**config.mk**
```make
export PLATFORM = sky130hd
export DESIGN_NAME = csr_unit_top
export DESIGN_NICKNAME = d
export VERILOG_FILES = /design/src/rtl/csr_pkg.sv /design/src/rtl/csr_cmd_front.sv /design/src/rtl/csr_file.sv /design/src/rtl/csr_resp_back.sv /design/src/rtl/csr_unit_top.sv /design/src/rtl/mstatus_reg.sv
export SDC_FILE = /design/constraint.sdc
export NUM_CORES = 1
export LEC_CHECK = 0
export ABC_CLOCK_PERIOD_IN_PS = 8250
export BUFFER_PORTS_ARGS = -buffer_cell sky130_fd_sc_hd__buf_2
export CAP_MARGIN = 10
export CORE_MARGIN = 8
export CORE_UTILIZATION = 35
export CTS_CLUSTER_DIAMETER = 80
export CTS_CLUSTER_SIZE = 14
export DETAILED_ROUTE_END_ITERATION = 6
export GPL_TIMING_DRIVEN = 1
export SYNTH_ARGS = -nofsm -noshare
export SYNTH_HDL_FRONTEND = slang
export SYNTH_SLANG_ARGS = --single-unit
export TNS_END_PERCENT = 10
```
**constraint.sdc**
```tcl
create_clock -name clk -period 8.25 [get_ports clk]
set_input_delay 0.4125 -clock clk [delete_from_list [all_inputs] [get_ports clk]]
set_output_delay 0.4125 -clock clk [all_outputs]
set_load 0.03 [all_outputs]
```
**src/rtl/csr_pkg.sv**
```systemverilog
package csr_pkg;

    // Machine information registers
    localparam logic [11:0] MVENDORID_ADDR  = 12'hf11;
    localparam logic [11:0] MARCHID_ADDR    = 12'hf12;
    localparam logic [11:0] MIMPID_ADDR     = 12'hf13;
    localparam logic [11:0] MHARTID_ADDR    = 12'hf14;

    // Machine trap setup
    localparam logic [11:0] MSTATUS_ADDR    = 12'h300;
    localparam logic [11:0] MISA_ADDR       = 12'h301;
    localparam logic [11:0] MIE_ADDR        = 12'h304;
    localparam logic [11:0] MTVEC_ADDR      = 12'h305;
    localparam logic [11:0] MCOUNTEREN_ADDR = 12'h306;

    // Machine trap handling
    localparam logic [11:0] MSCRATCH_ADDR   = 12'h340;
    localparam logic [11:0] MEPC_ADDR       = 12'h341;
    localparam logic [11:0] MCAUSE_ADDR     = 12'h342;
    localparam logic [11:0] MTVAL_ADDR      = 12'h343;
    localparam logic [11:0] MIP_ADDR        = 12'h344;

    // Fixed read values
    localparam logic [31:0] MVENDORID_VAL   = 32'h0000_0000;
    localparam logic [31:0] MARCHID_VAL     = 32'h0000_0000;
    localparam logic [31:0] MIMPID_VAL      = 32'h0000_0000;
    localparam logic [31:0] MHARTID_VAL     = 32'h0000_0000;
    localparam logic [31:0] MCOUNTEREN_VAL  = 32'h0000_0000;
    // RV32I plus the U extension
    localparam logic [31:0] MISA_VAL        = 32'h4010_0100;
    // Direct mode, also where every trap lands
    localparam logic [31:0] TRAP_VECTOR     = 32'h0000_0100;
    // Matches the core's pc reset value
    localparam logic [31:0] MEPC_RESET      = 32'h0001_0000;

    // Writable bits of mie and mip
    localparam logic [31:0] MIE_MASK        = 32'h0000_0888;
    localparam logic [31:0] MIP_MASK        = 32'h0000_0008;

    // mcause codes
    localparam logic [31:0] MCAUSE_MISALIGNED = 32'd0;
    localparam logic [31:0] MCAUSE_ECALL_U    = 32'd8;
    localparam logic [31:0] MCAUSE_ECALL_M    = 32'd11;

    typedef enum logic [1:0] {
        PRIV_U = 2'b00,
        PRIV_M = 2'b11
    } priv_e;

    typedef enum logic [2:0] {
        CSR_RW   = 3'd0,
        CSR_RS   = 3'd1,
        CSR_RC   = 3'd2,
        CSR_TRAP = 3'd3,
        CSR_MRET = 3'd4
    } csr_op_e;

    typedef enum logic {
        EXC_MISALIGNED = 1'b0,
        EXC_ECALL      = 1'b1
    } exc_cause_e;

    // One command from the core, 112 bits
    typedef struct packed {
        csr_op_e     op;
        logic [11:0] addr;
        logic [31:0] wdata;
        exc_cause_e  cause;
        logic [31:0] pc;
        logic [31:0] tval;
    } csr_cmd_t;

    // Response back to the core, 65 bits
    typedef struct packed {
        logic [31:0] rdata;
        logic [31:0] redirect;
        logic        illegal;
    } csr_resp_t;

endpackage

```
**src/rtl/csr_cmd_front.sv**
```systemverilog
`timescale 1ns/10ps

module csr_cmd_front (
    input  logic              clk,
    input  logic              rst_n,
    input  logic              req,
    input  csr_pkg::csr_cmd_t cmd,
    output logic              issue,
    output csr_pkg::csr_cmd_t issued_cmd
);

    typedef enum logic [1:0] {
        FRONT_IDLE,
        FRONT_ISSUE,
        FRONT_WAIT_DROP
    } front_state_e;

    front_state_e state;
    front_state_e state_nxt;

    // One issue per req rising phase
    always_comb begin
        state_nxt = state;
        case (state)
            FRONT_IDLE: begin
                if (req) begin
                    state_nxt = FRONT_ISSUE;
                end
            end
            FRONT_ISSUE: begin
                state_nxt = FRONT_WAIT_DROP;
            end
            FRONT_WAIT_DROP: begin
                // req held high is back-pressure, stay here
                if (!req) begin
                    state_nxt = FRONT_IDLE;
                end
            end
            default: begin
                state_nxt = FRONT_IDLE;
            end
        endcase
    end

    always_ff @(posedge clk or negedge rst_n) begin
        if (!rst_n) begin
            state <= FRONT_IDLE;
        end else begin
            state <= state_nxt;
        end
    end

    // Command is latched on the edge req is first seen
    always_ff @(posedge clk) begin
        if (state == FRONT_IDLE && req) begin
            issued_cmd <= cmd;
        end
    end

    assign issue = (state == FRONT_ISSUE);

endmodule

```
**src/rtl/csr_file.sv**
```systemverilog
`timescale 1ns/10ps

module csr_file (
    input  logic               clk,
    input  logic               rst_n,
    input  logic               issue,
    input  csr_pkg::csr_cmd_t  issued_cmd,
    output logic               done,
    output csr_pkg::csr_resp_t result
);

    logic [31:0] mie_q;
    logic [31:0] mip_q;
    logic [31:0] mscratch_q;
    logic [31:0] mepc_q;
    logic [31:0] mcause_q;
    logic [31:0] mtval_q;

    logic [31:0]    mstatus;
    csr_pkg::priv_e priv;

    logic [31:0] old_val;
    logic        addr_valid;
    logic [31:0] new_val;
    logic        is_csr_op;
    logic        wants_write;
    logic        illegal;
    logic        do_write;
    logic        is_trap;
    logic        is_mret;
    logic [31:0] trap_cause;

    csr_pkg::csr_resp_t resp_nxt;

    // Read mux, unknown addresses read zero
    always_comb begin
        addr_valid = 1'b1;
        case (issued_cmd.addr)
            csr_pkg::MVENDORID_ADDR:  old_val = csr_pkg::MVENDORID_VAL;
            csr_pkg::MARCHID_ADDR:    old_val = csr_pkg::MARCHID_VAL;
            csr_pkg::MIMPID_ADDR:     old_val = csr_pkg::MIMPID_VAL;
            csr_pkg::MHARTID_ADDR:    old_val = csr_pkg::MHARTID_VAL;
            csr_pkg::MSTATUS_ADDR:    old_val = mstatus;
            csr_pkg::MISA_ADDR:       old_val = csr_pkg::MISA_VAL;
            csr_pkg::MIE_ADDR:        old_val = mie_q;
            csr_pkg::MTVEC_ADDR:      old_val = csr_pkg::TRAP_VECTOR;
            csr_pkg::MCOUNTEREN_ADDR: old_val = csr_pkg::MCOUNTEREN_VAL;
            csr_pkg::MSCRATCH_ADDR:   old_val = mscratch_q;
            csr_pkg::MEPC_ADDR:       old_val = mepc_q;
            csr_pkg::MCAUSE_ADDR:     old_val = mcause_q;
            csr_pkg::MTVAL_ADDR:      old_val = mtval_q;
            csr_pkg::MIP_ADDR:        old_val = mip_q;
            default: begin
                old_val    = 32'b0;
                addr_valid = 1'b0;
            end
        endcase
    end

    // Set/clear arithmetic
    always_comb begin
        case (issued_cmd.op)
            csr_pkg::CSR_RS: new_val = old_val | issued_cmd.wdata;
            csr_pkg::CSR_RC: new_val = old_val & ~issued_cmd.wdata;
            default:         new_val = issued_cmd.wdata;
        endcase
    end

    assign is_csr_op = (issued_cmd.op == csr_pkg::CSR_RW) ||
                       (issued_cmd.op == csr_pkg::CSR_RS) ||
                       (issued_cmd.op == csr_pkg::CSR_RC);
    assign is_trap   = (issued_cmd.op == csr_pkg::CSR_TRAP);
    assign is_mret   = (issued_cmd.op == csr_pkg::CSR_MRET);

    // rs/rc with a zero operand only reads
    assign wants_write = (issued_cmd.op == csr_pkg::CSR_RW) ||
                         (is_csr_op && (issued_cmd.wdata != 32'b0));

    // Top two address bits set means read-only space
    assign illegal  = is_csr_op &&
                      (!addr_valid || (wants_write && (issued_cmd.addr[11:10] == 2'b11)));
    assign do_write = issue && is_csr_op && wants_write && !illegal;

    // ecall code depends on the privilege before the trap
    always_comb begin
        if (issued_cmd.cause == csr_pkg::EXC_MISALIGNED) begin
            trap_cause = csr_pkg::MCAUSE_MISALIGNED;
        end else if (priv == csr_pkg::PRIV_M) begin
            trap_cause = csr_pkg::MCAUSE_ECALL_M;
        end else begin
            trap_cause = csr_pkg::MCAUSE_ECALL_U;
        end
    end

    always_ff @(posedge clk or negedge rst_n) begin
        if (!rst_n) begin
            mie_q      <= 32'b0;
            mip_q      <= 32'b0;
            mscratch_q <= 32'b0;
            mepc_q     <= csr_pkg::MEPC_RESET;
            mcause_q   <= 32'b0;
            mtval_q    <= 32'b0;
        end else if (issue && is_trap) begin
            mepc_q   <= {issued_cmd.pc[31:2], 2'b00};
            mtval_q  <= issued_cmd.tval;
            mcause_q <= trap_cause;
        end else if (do_write) begin
            // Hardwired and information registers fall through
            case (issued_cmd.addr)
                csr_pkg::MIE_ADDR:      mie_q      <= new_val & csr_pkg::MIE_MASK;
                csr_pkg::MIP_ADDR:      mip_q      <= new_val & csr_pkg::MIP_MASK;
                csr_pkg::MSCRATCH_ADDR: mscratch_q <= new_val;
                csr_pkg::MEPC_ADDR:     mepc_q     <= {new_val[31:2], 2'b00};
                csr_pkg::MCAUSE_ADDR:   mcause_q   <= new_val;
                csr_pkg::MTVAL_ADDR:    mtval_q    <= new_val;
                default: ;
            endcase
        end
    end

    mstatus_reg u_mstatus_reg (
        .clk        (clk),
        .rst_n      (rst_n),
        .wr_en      (do_write && (issued_cmd.addr == csr_pkg::MSTATUS_ADDR)),
        .wr_data    (new_val),
        .trap_enter (issue && is_trap),
        .mret       (issue && is_mret),
        .mstatus    (mstatus),
        .priv       (priv)
    );

    always_comb begin
        resp_nxt.rdata    = is_csr_op ? old_val : 32'b0;
        resp_nxt.illegal  = illegal;
        if (is_trap) begin
            resp_nxt.redirect = csr_pkg::TRAP_VECTOR;
        end else if (is_mret) begin
            resp_nxt.redirect = mepc_q;
        end else begin
            resp_nxt.redirect = 32'b0;
        end
    end

    always_ff @(posedge clk or negedge rst_n) begin
        if (!rst_n) begin
            done <= 1'b0;
        end else begin
            done <= issue;
        end
    end

    always_ff @(posedge clk) begin
        if (issue) begin
            result <= resp_nxt;
        end
    end

endmodule

```
**src/rtl/csr_resp_back.sv**
```systemverilog
`timescale 1ns/10ps

module csr_resp_back (
    input  logic               clk,
    input  logic               rst_n,
    input  logic               req,
    input  logic               done,
    input  csr_pkg::csr_resp_t result,
    output logic               ack,
    output csr_pkg::csr_resp_t resp
);

    typedef enum logic {
        BACK_IDLE,
        BACK_ACKED
    } back_state_e;

    back_state_e state;

    always_ff @(posedge clk or negedge rst_n) begin
        if (!rst_n) begin
            state <= BACK_IDLE;
            resp  <= '0;
        end else begin
            case (state)
                BACK_IDLE: begin
                    if (done) begin
                        state <= BACK_ACKED;
                        resp  <= result;
                    end
                end
                BACK_ACKED: begin
                    // Return half, wait for the core to drop req
                    if (!req) begin
                        state <= BACK_IDLE;
                    end
                end
                default: begin
                    state <= BACK_IDLE;
                end
            endcase
        end
    end

    assign ack = (state == BACK_ACKED);

endmodule

```
**src/rtl/csr_unit_top.sv**
```systemverilog
`timescale 1ns/10ps

module csr_unit_top (
    input  logic               clk,
    input  logic               rst_n,
    input  logic               req,
    input  csr_pkg::csr_cmd_t  cmd,
    output logic               ack,
    output csr_pkg::csr_resp_t resp
);

    logic               issue;
    csr_pkg::csr_cmd_t  issued_cmd;
    logic               done;
    csr_pkg::csr_resp_t result;

    csr_cmd_front u_front (
        .clk        (clk),
        .rst_n      (rst_n),
        .req        (req),
        .cmd        (cmd),
        .issue      (issue),
        .issued_cmd (issued_cmd)
    );

    csr_file u_csr_file (
        .clk        (clk),
        .rst_n      (rst_n),
        .issue      (issue),
        .issued_cmd (issued_cmd),
        .done       (done),
        .result     (result)
    );

    csr_resp_back u_back (
        .clk    (clk),
        .rst_n  (rst_n),
        .req    (req),
        .done   (done),
        .result (result),
        .ack    (ack),
        .resp   (resp)
    );

endmodule

```
**src/rtl/mstatus_reg.sv**
```systemverilog
`timescale 1ns/10ps

module mstatus_reg (
    input  logic           clk,
    input  logic           rst_n,
    input  logic           wr_en,
    input  logic [31:0]    wr_data,
    input  logic           trap_enter,
    input  logic           mret,
    output logic [31:0]    mstatus,
    output csr_pkg::priv_e priv
);

    logic           mie_bit;
    logic           mpie_bit;
    csr_pkg::priv_e mpp;

    always_ff @(posedge clk or negedge rst_n) begin
        if (!rst_n) begin
            mie_bit  <= 1'b0;
            mpie_bit <= 1'b0;
            mpp      <= csr_pkg::PRIV_U;
            priv     <= csr_pkg::PRIV_M;
        end else if (trap_enter) begin
            // Stack interrupt enable and privilege, enter M
            mpie_bit <= mie_bit;
            mie_bit  <= 1'b0;
            mpp      <= priv;
            priv     <= csr_pkg::PRIV_M;
        end else if (mret) begin
            mie_bit  <= mpie_bit;
            mpie_bit <= 1'b1;
            priv     <= mpp;
            mpp      <= csr_pkg::PRIV_U;
        end else if (wr_en) begin
            mie_bit  <= wr_data[3];
            mpie_bit <= wr_data[7];
            // No S mode, anything but M falls back to U
            mpp      <= (wr_data[12:11] == 2'b11) ? csr_pkg::PRIV_M : csr_pkg::PRIV_U;
        end
    end

    // Unimplemented fields read as zero
    assign mstatus = {
        19'b0,
        mpp,
        3'b0,
        mpie_bit,
        3'b0,
        mie_bit,
        3'b0
    };

endmodule

```
Yosys cells after proc, flatten, opt, wreduce, memory -nomap -nowiden
Index checks and enable logic that the tools add are counted.

operators by class
  equality and inequality tests = 25
  mux-type cells = 33
  bitwise gates (word level) = 6
  reductions and logical operators = 35

operator list
  cell                  count
  $mux 32               10
  $pmux 32 s9           1
  $eq 12x10->1 const B  10
  $pmux 32 s2           1
  $eq 12x12->1 const B  4
  $and 32x32->32        1
  $not 32->32           1
  $or 32x32->32         1
  $reduce_bool 32->1    1
  $mux 2                9
  $reduce_or 14->1      1
  $logic_and 1x1->1     10
  $reduce_and 2->1      5
  $reduce_bool 2->1     5
  $mux 1                9
  $mux 9                1
  $reduce_and 3->1      3
  $eq 2x2->1 const B    4
  $eq 3x2->1 const B    2
  $pmux 2 s3            1
  $logic_or 1x1->1      4
  $ne 2x2->1 const B    2
  $eq 3x1->1 const B    1
  $eq 3x3->1 const B    1
  8 further kinds       11

word-level totals
  register bits = 384
  output and inout port bits = 66
  word-level logic and storage cells = 125

Longest topological paths before layout
Gate-level depths: netlist of the first run.

  depth after elaboration = 14
  mapped depth = 10
  depth with buffers taken out = 7

By module
Synthesis of the first run repeated with hierarchy kept, for this count alone.

second synthesis, totals
  cell total of the unflattened synthesis = 1281
  area, all modules = 16823.6 µm²

by module, submodules not included
  module         instances  cells an instance  area each (µm²)
  csr_file       1          964                10144.7
  csr_cmd_front  1          119                3467.1
  csr_resp_back  1          140                2666.3
  mstatus_reg    1          58                 545.5

Worst setup path before layout of the first run
No wires, ideal clock.

  path type = reg2reg
  start point = reg u_front.state[1]
  end point = reg u_front.issued_cmd[0] (netlist name)
  library setup time = 735 ps
  arrival time = 8374 ps
  required time = 7515 ps
  slack = -860 ps
  stages on the path, launching flop included = 2
  buffers on the path = 0
  period minus slack after synthesis = 9110 ps
  cell sequence = dfrtp_1 > nor3b_1

on the way
  word-level cells in the longest chain between the ends = 2

RTL lines
  element                   line                 text
  start: declaration        csr_cmd_front.sv:18  front_state_e state;
  start signal: assignment  csr_cmd_front.sv:49  state <= state_nxt;
  $logic_not 2->1           csr_cmd_front.sv:55  if (state == FRONT_IDLE && req) begin
  $logic_and 1x1->1         csr_cmd_front.sv:55

No other way between the ends.
A chain may end at the register's enable or synchronous reset.

Worst setup path after layout of the first run
  start point = reg u_front.state[1]
  end point = reg u_csr_file.mtval_q[29]

on the way
  word-level cells in the longest chain between the ends = 6
  elaborated cells between the ends (all ways) = 9

RTL lines
  element                             line                 text
  $eq 2x1->1 (*)                      csr_cmd_front.sv:60  assign issue = (state == FRONT_ISSUE);
  net issue                           csr_unit_top.sv:12   logic issue;
  $logic_and 1x1->1 (3 in series)     csr_file.sv:82       assign do_write = issue && is_csr_op && wants_write && !illegal;
  $reduce_bool 2->1 (no source line)  n/a
  $reduce_and 2->1 (no source line)   n/a
  end signal: assignment              csr_file.sv:105      mtval_q <= issued_cmd.tval;
  end signal: assignment              csr_file.sv:115      csr_pkg::MTVAL_ADDR: mtval_q <= new_val;
  end: declaration                    csr_file.sv:17       logic [31:0] mtval_q;

Mark *: on every way through the listed nets, which the timed path passes. The rest lies on a longest branch.

==> results.sh, run 1 <==
export IMPL_status="finished, final reports clean"
export IMPL_area_delta_synth_final_pct=18.66
export IMPL_setup_viol=0
export IMPL_synth_area_um2=15770
export IMPL_use_met1_pct=24.52
export IMPL_totalWireLength_mm=46.05
export IMPL_min_path_type="in2reg"
export IMPL_max_cap_violations=0
export IMPL_synth_area_per_cell_um2=12.64
export IMPL_rows=77
export IMPL_core_um2=44320
export IMPL_io_pins=181
export IMPL_synth_edf_count=173
export IMPL_dp_hpwl_mm=31.03
export IMPL_fin_crit_ns=3.573
export IMPL_rsz0062_at_grt="no"
export IMPL_die_h_um=228.3
export IMPL_cpMostUsedCell="buf_4"
export IMPL_period_share_pct=43.31
export IMPL_clk_pin_slew_ns=0.07
export IMPL_cts_buffer_depth=3
export IMPL_setup_slack_ns=4.677
export IMPL_critical_path_slowest_cell="buf_4"
export IMPL_worstSetupEndpointType="flip-flop"
export IMPL_grt_pass1_vias=11110
export IMPL_dr_pass1_iters=5
export IMPL_max_stage_delay_ns=0.67
export IMPL_synthCells=1247
export IMPL_final_cell_count_no_fill=2063
export IMPL_grt_antenna_before_repair=4
export IMPL_hold_worst_slack_ns=0.02220
export IMPL_cts_tree="built"
export IMPL_track_usage_pct=17.07
export IMPL_crit_fanout=69
export IMPL_wire_per_inst_um=22.32
export IMPL_ctsRootBufferMaster="clkbuf_16"
export IMPL_cts_buffers=30
export IMPL_criticalPathCategory="reg2reg"
export IMPL_gr_total_overflow=0
export IMPL_post_cts_buffers=0
export IMPL_grt_use_met3_pct=2.743
export IMPL_met2_usage_pct=26.23
export IMPL_startpoint_type="flip-flop"
export IMPL_pwr_density_cell_nw_per_um2=308.9
export IMPL_place_congestion=0.8698
export IMPL_drtIter0Drc=1122
export IMPL_dieArea_um2=52100
export IMPL_fin_skew_ns=0.01652
export IMPL_viasPerCell=5.358
export IMPL_grt_max_degree=97
export IMPL_final_nets=1564
export IMPL_drive_gt1_share_pct=23.11
export IMPL_final_antenna_net_count=0
export IMPL_finalHoldViolations=0
export IMPL_final_setup_tns_ns=0
export IMPL_synth_top_cell_area_share_pct=32.95
export IMPL_fmax_mhz=279.9
export IMPL_leakage_nw=7.578
export IMPL_tightestPinTransition_ns=1.195
export IMPL_slew_headroom_pct=20.33
export IMPL_ys_ff_latch=376
export IMPL_synthFlopType="dfrtp_1"
export IMPL_cp_required_ns=8.65
export IMPL_crit_arrival_ns=3.97
export IMPL_start_util_pct=35.58
export IMPL_yosysWarnings=0
export IMPL_die_width_um=228.3
export IMPL_drc=0
export IMPL_synth_area_leaders="edfxtp_1 (33%), dfrtp_1 (32%), mux2_2 (6.5%), nand2_1 (3.8%), mux2i_1 (3.2%)"
export IMPL_vias=11050
export IMPL_dp_cells=1946
export IMPL_critPathBufInv=3
export IMPL_cts_sinks=376
export IMPL_h_tree_depth=1
export IMPL_port_buffers=176
export IMPL_antenna_cells=0
export IMPL_path_delay_family="simple AND/OR/NAND/NOR gates"
export IMPL_globalRoute_busiestLayer="met2"
export IMPL_place_ws_ns=4.670
export IMPL_yosys_cell_types_count=66
export IMPL_ys_async_sr_fraction_pct=53.99
export IMPL_seq_area_frac_synth_pct=65.19
export IMPL_maxSlewViolCount=0
export IMPL_insertion_delay_ns=0.58
export IMPL_cp_cell_sequence="nand2b_1 -> inv_2 -> buf_4 -> and3_1 -> o311ai_2 -> buf_4 -> and2_1 -> a22oi_1 -> o21ai_0"
export IMPL_yosysTopAreaCell="edfxtp_1"
export IMPL_grt_pass1_wl_mm=70.16
export IMPL_irDropWorstVdd_mv=0.1330
[flip-flops by register name, summed over array words and instances, names as in the netlist]
name / count
u_back.ack: 1
u_back.resp: 63
u_csr_file.done: 1
u_csr_file.mcause_q: 32
u_csr_file.mepc_q: 30
u_csr_file.mie_q: 3
u_csr_file.mip_q: 1
u_csr_file.mscratch_q: 32
u_csr_file.mtval_q: 32
u_csr_file.result: 63
u_csr_file.u_mstatus_reg.mie_bit: 1
u_csr_file.u_mstatus_reg.mpie_bit: 1
u_csr_file.u_mstatus_reg.mpp: 2
u_csr_file.u_mstatus_reg.priv: 2
u_front.issued_cmd: 110
u_front.state: 2
[path summary, 6_finish.rpt]
| kind | from | end | slack [ns] | cells after the start |
|---|---|---|---|---|
| worst max register to register | u_front.state[1] | u_csr_file.mtval_q[29] | 4.68 | 9 |
| worst max-delay path | u_front.state[1] | u_csr_file.mtval_q[29] | 4.68 | 9 |
| worst min register to register | u_front.issued_cmd[39] | u_csr_file.mepc_q[7] | 0.46 | 2 |
| min in group asynchronous | rst_n | u_csr_file.mepc_q[26] | 0.48 | 2 |
| worst min-delay path | cmd[91] | u_front.issued_cmd[91] | 0.02 | 1 |
| max in group asynchronous | rst_n | u_back.resp[7] | 6.34 | 3 |
[what timing repair did]
item,CTS,global route
hold buffers,61,2
endpoints found under the hold margin,142,2
resized for setup,0,0
[power by group]
part | internal [mW] | switching, mW | leakage [nW] | total (mW)
combinational | 0.563 | 0.964 | 2.91 | 1.53
sequential | 2.54 | 0.374 | 4.26 | 2.91
clock | 0.691 | 0.648 | 0.410 | 1.34
[metrics by stage]
step	util, %	area, µm²	power (mW)
after CTS	42.17	18690	5.841
final	42.22	18710	5.780
after global routing	42.22	18710	6.083
after floorplan	-	15780	3.875
after detailed placement	38.85	17220	4.477
after global placement	38.85	17220	4.430
[metal layers]
layer	vias up	wire length, µm
li1	5042	-
met3	71	3286
met5	-	13
met1	5454	20800
met2	485	20690
met4	2	1264
[layout make-up]
| class | count | area, µm² |
|---|---|---|
| inverters | 18 | 67.56 |
| multi-input cells | 767 | 5112 |
| flip-flops and latches | 376 | 10280 |
| fillers | 4196 | 25610 |
| well taps | 592 | 740.7 |
| clock buffers | 53 | 847.1 |
| clock inverters | 1 | 16.27 |
| repair buffers | 256 | 1648 |
[cells in the final DEF, fill, tap and decap left out, types with 4 or more instances in the layout]
cell type,Yosys,final
o41ai_1,8,8
dlygate4sd3_1,0,63
nand4_1,8,8
o21ai_0,45,45
and2_1,4,4
nor2b_1,5,4
o31a_1,6,6
or4_1,5,5
and3_1,36,35
o211ai_1,45,45
o22a_1,15,15
dfrtp_1,200,200
o31ai_1,16,16
a31oi_1,5,5
nand2b_1,4,4
a22oi_1,20,20
clkbuf_1,61,22
mux2_2,91,91
edfxtp_1,173,173
clkbuf_16,0,30
buf_2,10,175
a21oi_1,51,51
inv_1,18,17
nor2_1,58,58
nor4_1,10,10
mux2i_1,50,50
buf_4,7,17
nand3_1,48,48
nor3_1,11,10
nand2_1,161,160
o2bb2ai_1,9,9
o22ai_1,6,6
[cells in the mapped netlist, drive strengths merged (4+ instances only)]
cell and count:
dfrtp 200, edfxtp 173, nand2 161, mux2 91, clkbuf 61, nor2 59
a21oi 52, mux2i 50, nand3 48, o21ai 46, o211ai 45, and3 36
buf 26, a22oi 20, inv 18, o31ai 16, o22a 15, nor4 13
nor3 11, o2bb2ai 9, nand4 8, o41ai 8, o22ai 6, o31a 6
a31oi 5, nand2b 5, nor2b 5, o311ai 5, or4 5, and2 4
[logic make-up after synthesis]
family | count (synthesis) | share of synthesized area, %
xor+xnor | 1 | 0.05556
buf+inv | 105 | 2.746
flops | 376 | 65.19
other cells | 1 | 0.02378
mux | 142 | 9.816
simple gates | 374 | 11.51
compound gates | 248 | 10.66
(Power assumes the default switching activity.)
==> inputs of run 2 (changes only) <==
- ABC_AREA: not set -> 1
- ABC_CLOCK_PERIOD_IN_PS: 8250 -> 3450
- clock period: 8.25 -> 3.45 ns (I/O delays scaled with it)
==> results.sh, run 2 <==
export IMPL_port_buffers=176
export IMPL_r2r_end="u_csr_file.mtval_q[29]"
export IMPL_critPathBufInv=2
export IMPL_pwr_share_comb_pct=27.2
export IMPL_ctsRootBufferMaster="clkbuf_16"
export IMPL_place_ws_ns=0.8029
export IMPL_final_nets=2077
export IMPL_rows=79
export IMPL_min_path_type="in2async"
export IMPL_finalHoldViolations=0
export IMPL_fmax_mhz=372.3
export IMPL_ys_async_sr_fraction_pct=53.99
export IMPL_synth_most_common_cell="nand2_1"
export IMPL_synth_area_per_cell_um2=9.640
export IMPL_synth_area_leaders="edfxtp_1 (32%), dfrtp_1 (31%), nand2_1 (15%), nand3_1 (5.9%), mux2_2 (4.3%)"
export IMPL_ys_ff_latch=376
export IMPL_cts_sinks=376
export IMPL_post_cts_buffers=0
export IMPL_cts_buffer_depth=3
export IMPL_slew_headroom_pct=41.53
export IMPL_final_cell_mix="nand2_1 (641), dfrtp_1 (200), nand3_1 (193)"
export IMPL_top_register="u_front.issued_cmd"
export IMPL_fin_util_pct=42.97
export IMPL_grt_pass1_vias=12380
export IMPL_fin_skew_ns=0.009650
export IMPL_criticalPathCategory="reg2reg"
export IMPL_yosysTopAreaCell="edfxtp_1"
export IMPL_dp_cells=2425
export IMPL_track_usage_pct=17.31
export IMPL_largest_reg_flops=110
export IMPL_die_h_um=232.1
export IMPL_insertion_delay_ns=0.58
export IMPL_pwr_share_clk_pct=23.8
export IMPL_place_congestion=0.9282
export IMPL_synthFlopType="dfrtp_1"
export IMPL_viasPerCell=4.839
export IMPL_max_stage_delay_ns=0.41
export IMPL_synth_edf_count=173
export IMPL_crit_arrival_ns=3.20
export IMPL_cp_required_ns=3.97
export IMPL_vias=12550
export IMPL_path_depth=14
export IMPL_swShare_pct=34.67
export IMPL_power_mw=13.69
export IMPL_dr_pass1_iters=7
export IMPL_leakage_nw=9.257
export IMPL_fin_crit_ns=2.686
export IMPL_drtIter0Drc=1005
export IMPL_rsz0062_at_grt="no"
export IMPL_status="finished, final reports clean"
export IMPL_rr_startpoint="u_front.issued_cmd[107]"
export IMPL_synth_top_cell_area_share_pct=31.79
export IMPL_dp_hpwl_mm=33.11
export IMPL_startpoint_type="flip-flop"
export IMPL_rrSetupSlack_ns=0.76
export IMPL_drive_gt1_share_pct=18.83
export IMPL_tightestPinTransition_ns=0.8771
export IMPL_period_share_pct=77.87
export IMPL_h_tree_depth=1
export IMPL_path_delay_family="simple AND/OR/NAND/NOR gates"
export IMPL_p_sw_mw=4.746
export IMPL_intPower_mw=8.943
export IMPL_final_antenna_net_count=0
export IMPL_grt_antenna_before_repair=0
export IMPL_fillers=4397
export IMPL_pwr_density_cell_nw_per_um2=687.2
export IMPL_synth_area_um2=16340
export IMPL_largestRegisters="u_front.issued_cmd: 110 flops, u_back.resp: 63 flops, u_csr_file.result: 63 flops"
export IMPL_cts_buffers=30
export IMPL_grt_pass1_wl_mm=73.44
export IMPL_gr_total_overflow=0
export IMPL_yosys_cell_types_count=34
export IMPL_wire_per_inst_um=18.28
export IMPL_area_delta_synth_final_pct=21.91
export IMPL_max_cap_violations=0
export IMPL_cp_cell_sequence="inv_1 -> nand2_1 -> nor2_1 -> nand2_1 -> nor2_2 -> buf_4 -> nand2_1 -> o21ai_0 -> nor2_1 -> o21ai_2 -> nand2_1 -> nand2_1 -> nand2_1 -> nand2_1"
export IMPL_irDropWorstVdd_mv=0.3139
export IMPL_cts_tree="built"
export IMPL_io_pins=181
export IMPL_critical_path_slowest_cell="edfxtp_1"
export IMPL_synthCells=1695
export IMPL_dieArea_um2=53850
export IMPL_grt_max_degree=86
export IMPL_drc=0
export IMPL_r2r_cells=14
export IMPL_core_um2=46360
export IMPL_layout_commonest_cell="nand2_1"
export IMPL_worstSetupEndpointType="flip-flop"
export IMPL_final_cell_count_no_fill=2594
export IMPL_setup_viol=0
export IMPL_seq_area_frac_synth_pct=62.91
export IMPL_setup_slack_ns=0.7636
export IMPL_crit_path_end="u_csr_file.mtval_q[29]"
export IMPL_start_util_pct=35.25
export IMPL_cpMostUsedCell="nand2_1"
export IMPL_finalInstanceArea_um2=19920
export IMPL_clk_pin_slew_ns=0.07
export IMPL_synth_common_cells="nand2_1 (642), dfrtp_1 (200), nand3_1 (193)"
export IMPL_die_width_um=232.1
export IMPL_maxSlewViolCount=0
export IMPL_placed_area_um2=17930
export IMPL_seqPwrFrac_pct=49.0
export IMPL_startpoint="u_front.issued_cmd[107]"
export IMPL_totalWireLength_mm=47.41
export IMPL_yosysWarnings=0
export IMPL_crit_fanout=23
run 2: cell types whose count changed in the layout (fill, tap and decap cells not counted), sizes merged, moves of 24 or more:
cell	change
a21oi	-43
mux2	-28
nor2	+96
or2	+24
inv	+52
o211ai	-45
nand3	+146
nand2	+487
dlygate4sd3	+49
and3	-36
mux2i	-50
run 2: kinds of logic after synthesis:
| group | Yosys count | share of synthesized area, % |
|---|---|---|
| and+or+nand+nor | 1034 | 26.41 |
| other | 1 | 0.02295 |
| DFF | 376 | 62.91 |
| muxes | 63 | 4.342 |
| AOI/OAI and AO/OA | 66 | 2.267 |
| buffers and inverters | 155 | 4.051 |
run 2: how the worst min path moves through the flow:
stage          start  cells after the start         endpoint  slack, ns
2_1_floorplan  rst_n                      0       u_back.ack      -0.12
3_3_place_gp   rst_n                      1  u_back.resp[23]       0.24
3_5_place_dp   rst_n                      1  u_back.resp[23]       0.24
4_1_cts        rst_n                      2  u_back.resp[23]       0.18
5_1_grt        rst_n                      2  u_back.resp[23]       0.22
6_report       rst_n                      2  u_back.resp[62]       0.17
run 2: layer usage:
layer  GRT usage [%]  up-vias  wire length, µm
met5               0        -                0
met4           4.564        0              919
met1           26.59     5991            23030
met3           3.091       51             3500
met2           24.73      458            19960
li1                -     6053                -
run 2: power by group through the flow:
stage | Combinational, mW | Sequential [mW] | Clock [mW]
6_report | 3.72 | 6.71 | 3.26
5_1_grt | 4.06 | 6.84 | 3.49
4_1_cts | 3.76 | 6.71 | 3.36
3_5_place_dp | 3.64 | 6.80 | 0
3_3_place_gp | 3.59 | 6.75 | 0
2_1_floorplan | 1.70 | 7.31 | 0
run 2: layout make-up:
type	count	area (µm²)	share of cell area, %
flip-flops and latches	376	10280	51.60
multi-input cells	1165	5438	27.30
repair buffers	319	2306	11.58
clock buffers	55	865.8	4.347
well taps	607	759.5	3.813
inverters	70	265.3	1.332
clock inverters	1	3.754	0.01884
diodes	1	2.502	0.01256
run 2: per-stage QoR:
step | hold slack, ns | setup TNS, ns
floorplan | -0.1231 | -16.43
detailed placement | 0.2362 | 0
global placement | 0.2406 | 0
finish | 0.1719 | 0
global route | 0.2234 | 0
CTS | 0.1789 | 0
run 2: worst register-to-register path: stages, from the launching register on:
cell and delay [ns]:
edfxtp_1 0.41, inv_1 0.08, nand2_1 0.05, nor2_1 0.17, nand2_1 0.24, nor2_2 0.30, buf_4 0.35, nand2_1 0.17
o21ai_0 0.12, nor2_1 0.12, o21ai_2 0.27, nand2_1 0.13, nand2_1 0.08, nand2_1 0.06, nand2_1 0.07
run 2: what timing repair did:
action,4_1_cts,5_1_grt
gates resized for setup,0,0
setup endpoints to repair,0,0
hold buffers,112,0
hold endpoints to repair,182,0
==> inputs of run 3 (changes only) <==
- ABC_CLOCK_PERIOD_IN_PS: 3450 -> 2200
- clock period: 3.45 -> 2.2 ns (I/O delays scaled with it)
==> results.sh, run 3 (synthesized netlist as in run 2, its figures left out) <==
export IMPL_status="finished, violations left"
export IMPL_violations="negative setup slack"
export IMPL_final_antenna_net_count=0
export IMPL_drive_gt1_share_pct=29.32
export IMPL_worstSetupEndpointType="flip-flop"
export IMPL_fin_skew_ns=0.01577
export IMPL_final_nets=2250
export IMPL_leakage_nw=10.38
export IMPL_use_met1_pct=28.04
export IMPL_r2r_cells=15
export IMPL_layout_commonest_cell="nand2_1"
export IMPL_core_um2=46360
export IMPL_track_usage_pct=18.35
export IMPL_ctsRootBufferMaster="clkbuf_16"
export IMPL_slew_headroom_pct=43.50
export IMPL_min_path_type="in2async"
export IMPL_top_register="u_front.issued_cmd"
export IMPL_period_share_pct=101.4
export IMPL_viasPerCell=4.797
export IMPL_drtIter0Drc=1111
export IMPL_wire_per_inst_um=18.51
export IMPL_cts_tree="built"
export IMPL_placed_area_um2=19210
export IMPL_rr_startpoint="u_front.issued_cmd[104]"
export IMPL_start_util_pct=35.25
export IMPL_h_tree_depth=1
export IMPL_hold_worst_slack_ns=0.09474
export IMPL_port_buffers=176
export IMPL_largestRegisters="u_front.issued_cmd: 110 flops, u_back.resp: 63 flops, u_csr_file.result: 63 flops"
export IMPL_die_h_um=232.1
export IMPL_startpoint_type="flip-flop"
export IMPL_place_ws_ns=-0.08850
export IMPL_final_cell_mix="nand2_1 (598), dfrtp_1 (199), nand3_1 (187)"
export IMPL_die_width_um=232.1
export IMPL_drc=0
export IMPL_setup_viol=12
export IMPL_dp_hpwl_mm=35.26
export IMPL_fmax_mhz=448.3
export IMPL_rsz0062_at_grt="yes"
export IMPL_rrSetupSlack_ns=-0.03
export IMPL_finalInstanceArea_um2=22130
export IMPL_largest_reg_flops=110
export IMPL_cp_cell_sequence="inv_1 -> nand2_2 -> nor2_4 -> nand2_4 -> nor2_4 -> buf_6 -> buf_12 -> buf_12 -> nand2_1 -> o21ai_0 -> nor2_1 -> o21ai_2 -> buf_4 -> nand3_1 -> nand2_1"
export IMPL_place_congestion=0.9079
export IMPL_globalRoute_busiestLayer="met1"
export IMPL_cp_required_ns=2.69
export IMPL_cts_sinks=376
export IMPL_rows=79
export IMPL_setup_slack_ns=-0.03074
export IMPL_critical_path_slowest_cell="edfxtp_1"
export IMPL_dieArea_um2=53850
export IMPL_fin_crit_ns=2.231
export IMPL_irDropWorstVdd_mv=0.7400
export IMPL_max_stage_delay_ns=0.40
export IMPL_grt_pass1_vias=13020
export IMPL_final_setup_tns_ns=-0.1426
export IMPL_power_mw=22.16
export IMPL_dr_pass1_iters=5
export IMPL_insertion_delay_ns=0.60
export IMPL_met2_usage_pct=26.77
export IMPL_finalHoldViolations=0
export IMPL_tightestPinTransition_ns=0.8475
export IMPL_cts_buffers=31
export IMPL_pwr_density_cell_nw_per_um2=1001
export IMPL_grt_pass1_wl_mm=77.93
export IMPL_criticalPathCategory="reg2reg"
export IMPL_grt_max_degree=74
export IMPL_grt_use_met3_pct=2.785
export IMPL_clk_pin_slew_ns=0.07
export IMPL_maxSlewViolCount=0
export IMPL_crit_fanout=7
export IMPL_vias=13280
export IMPL_crit_arrival_ns=2.72
export IMPL_r2r_end="u_csr_file.mcause_q[25]"
export IMPL_area_delta_synth_final_pct=35.44
export IMPL_grt_antenna_before_repair=0
export IMPL_gr_total_overflow=0
export IMPL_max_cap_violations=0
export IMPL_totalWireLength_mm=51.23
export IMPL_cts_buffer_depth=3
export IMPL_io_pins=181
[run 3: worst max-delay path, delay by kind of cell, from the launching register on]
family                 cells  cell delay (ns)
and+or+nand+nor            8             0.84
buffers and inverters      5             0.65
DFF                        1             0.40
AOI/OAI and AO/OA          2             0.21
[run 3: layout make-up]
class                      instances  area [µm²]
antenna                            2       5.005
clock inverter                     4       28.78
clock buffer                      53       858.3
multi-input combinational       1165        5826
sequential                       376       10280
inverter                          70       265.3
fill                            4318       24230
timing repair buffer             491        4108
tap                              607       759.5
[run 3: how the worst max path moves through the flow]
stage                            start                  endpoint  depth (start not counted)
2_1_floorplan         u_front.state[0]     u_front.issued_cmd[0]                          3
3_3_place_gp   u_front.issued_cmd[108]  u_csr_file.mscratch_q[9]                         15
3_5_place_dp   u_front.issued_cmd[104]   u_csr_file.mcause_q[24]                         14
4_1_cts         u_front.issued_cmd[94]   u_csr_file.mcause_q[21]                         15
5_1_grt         u_front.issued_cmd[98]   u_csr_file.mcause_q[16]                         16
6_report       u_front.issued_cmd[104]   u_csr_file.mcause_q[25]                         15
[run 3: timing repair]
action,4_1_cts,5_1_grt
gates resized for setup,23,111
endpoints found under the setup margin,92,133
endpoints found under the hold margin,180,0
pin swaps,10,53
setup buffers,7,25
hold buffers,112,0
cloned,2,6
[run 3: metal layers]
| layer | share of wire [%] | up-vias |
|---|---|---|
| met3 | 6.2 | 59 |
| met5 | 0 | - |
| met2 | 43 | 445 |
| met4 | 2.0 | 0 |
| met1 | 49 | 6362 |
| li1 | - | 6412 |
[run 3: metrics by stage]
stage               std cells  util [%]
detailed placement       2559     41.44
finish                   2768     47.74
floorplan                1696         -
global route             2766     47.73
global placement         2559     41.44
CTS                      2736     46.21
[run 3: report_power, final]
part,leakage [nW],internal (mW),switching (mW),total (mW)
Clock,0.425,2.65,2.54,5.19
Sequential,4.27,9.44,1.04,10.5
Combinational,5.69,2.40,4.10,6.50
Total,10.4,14.5,7.67,22.2
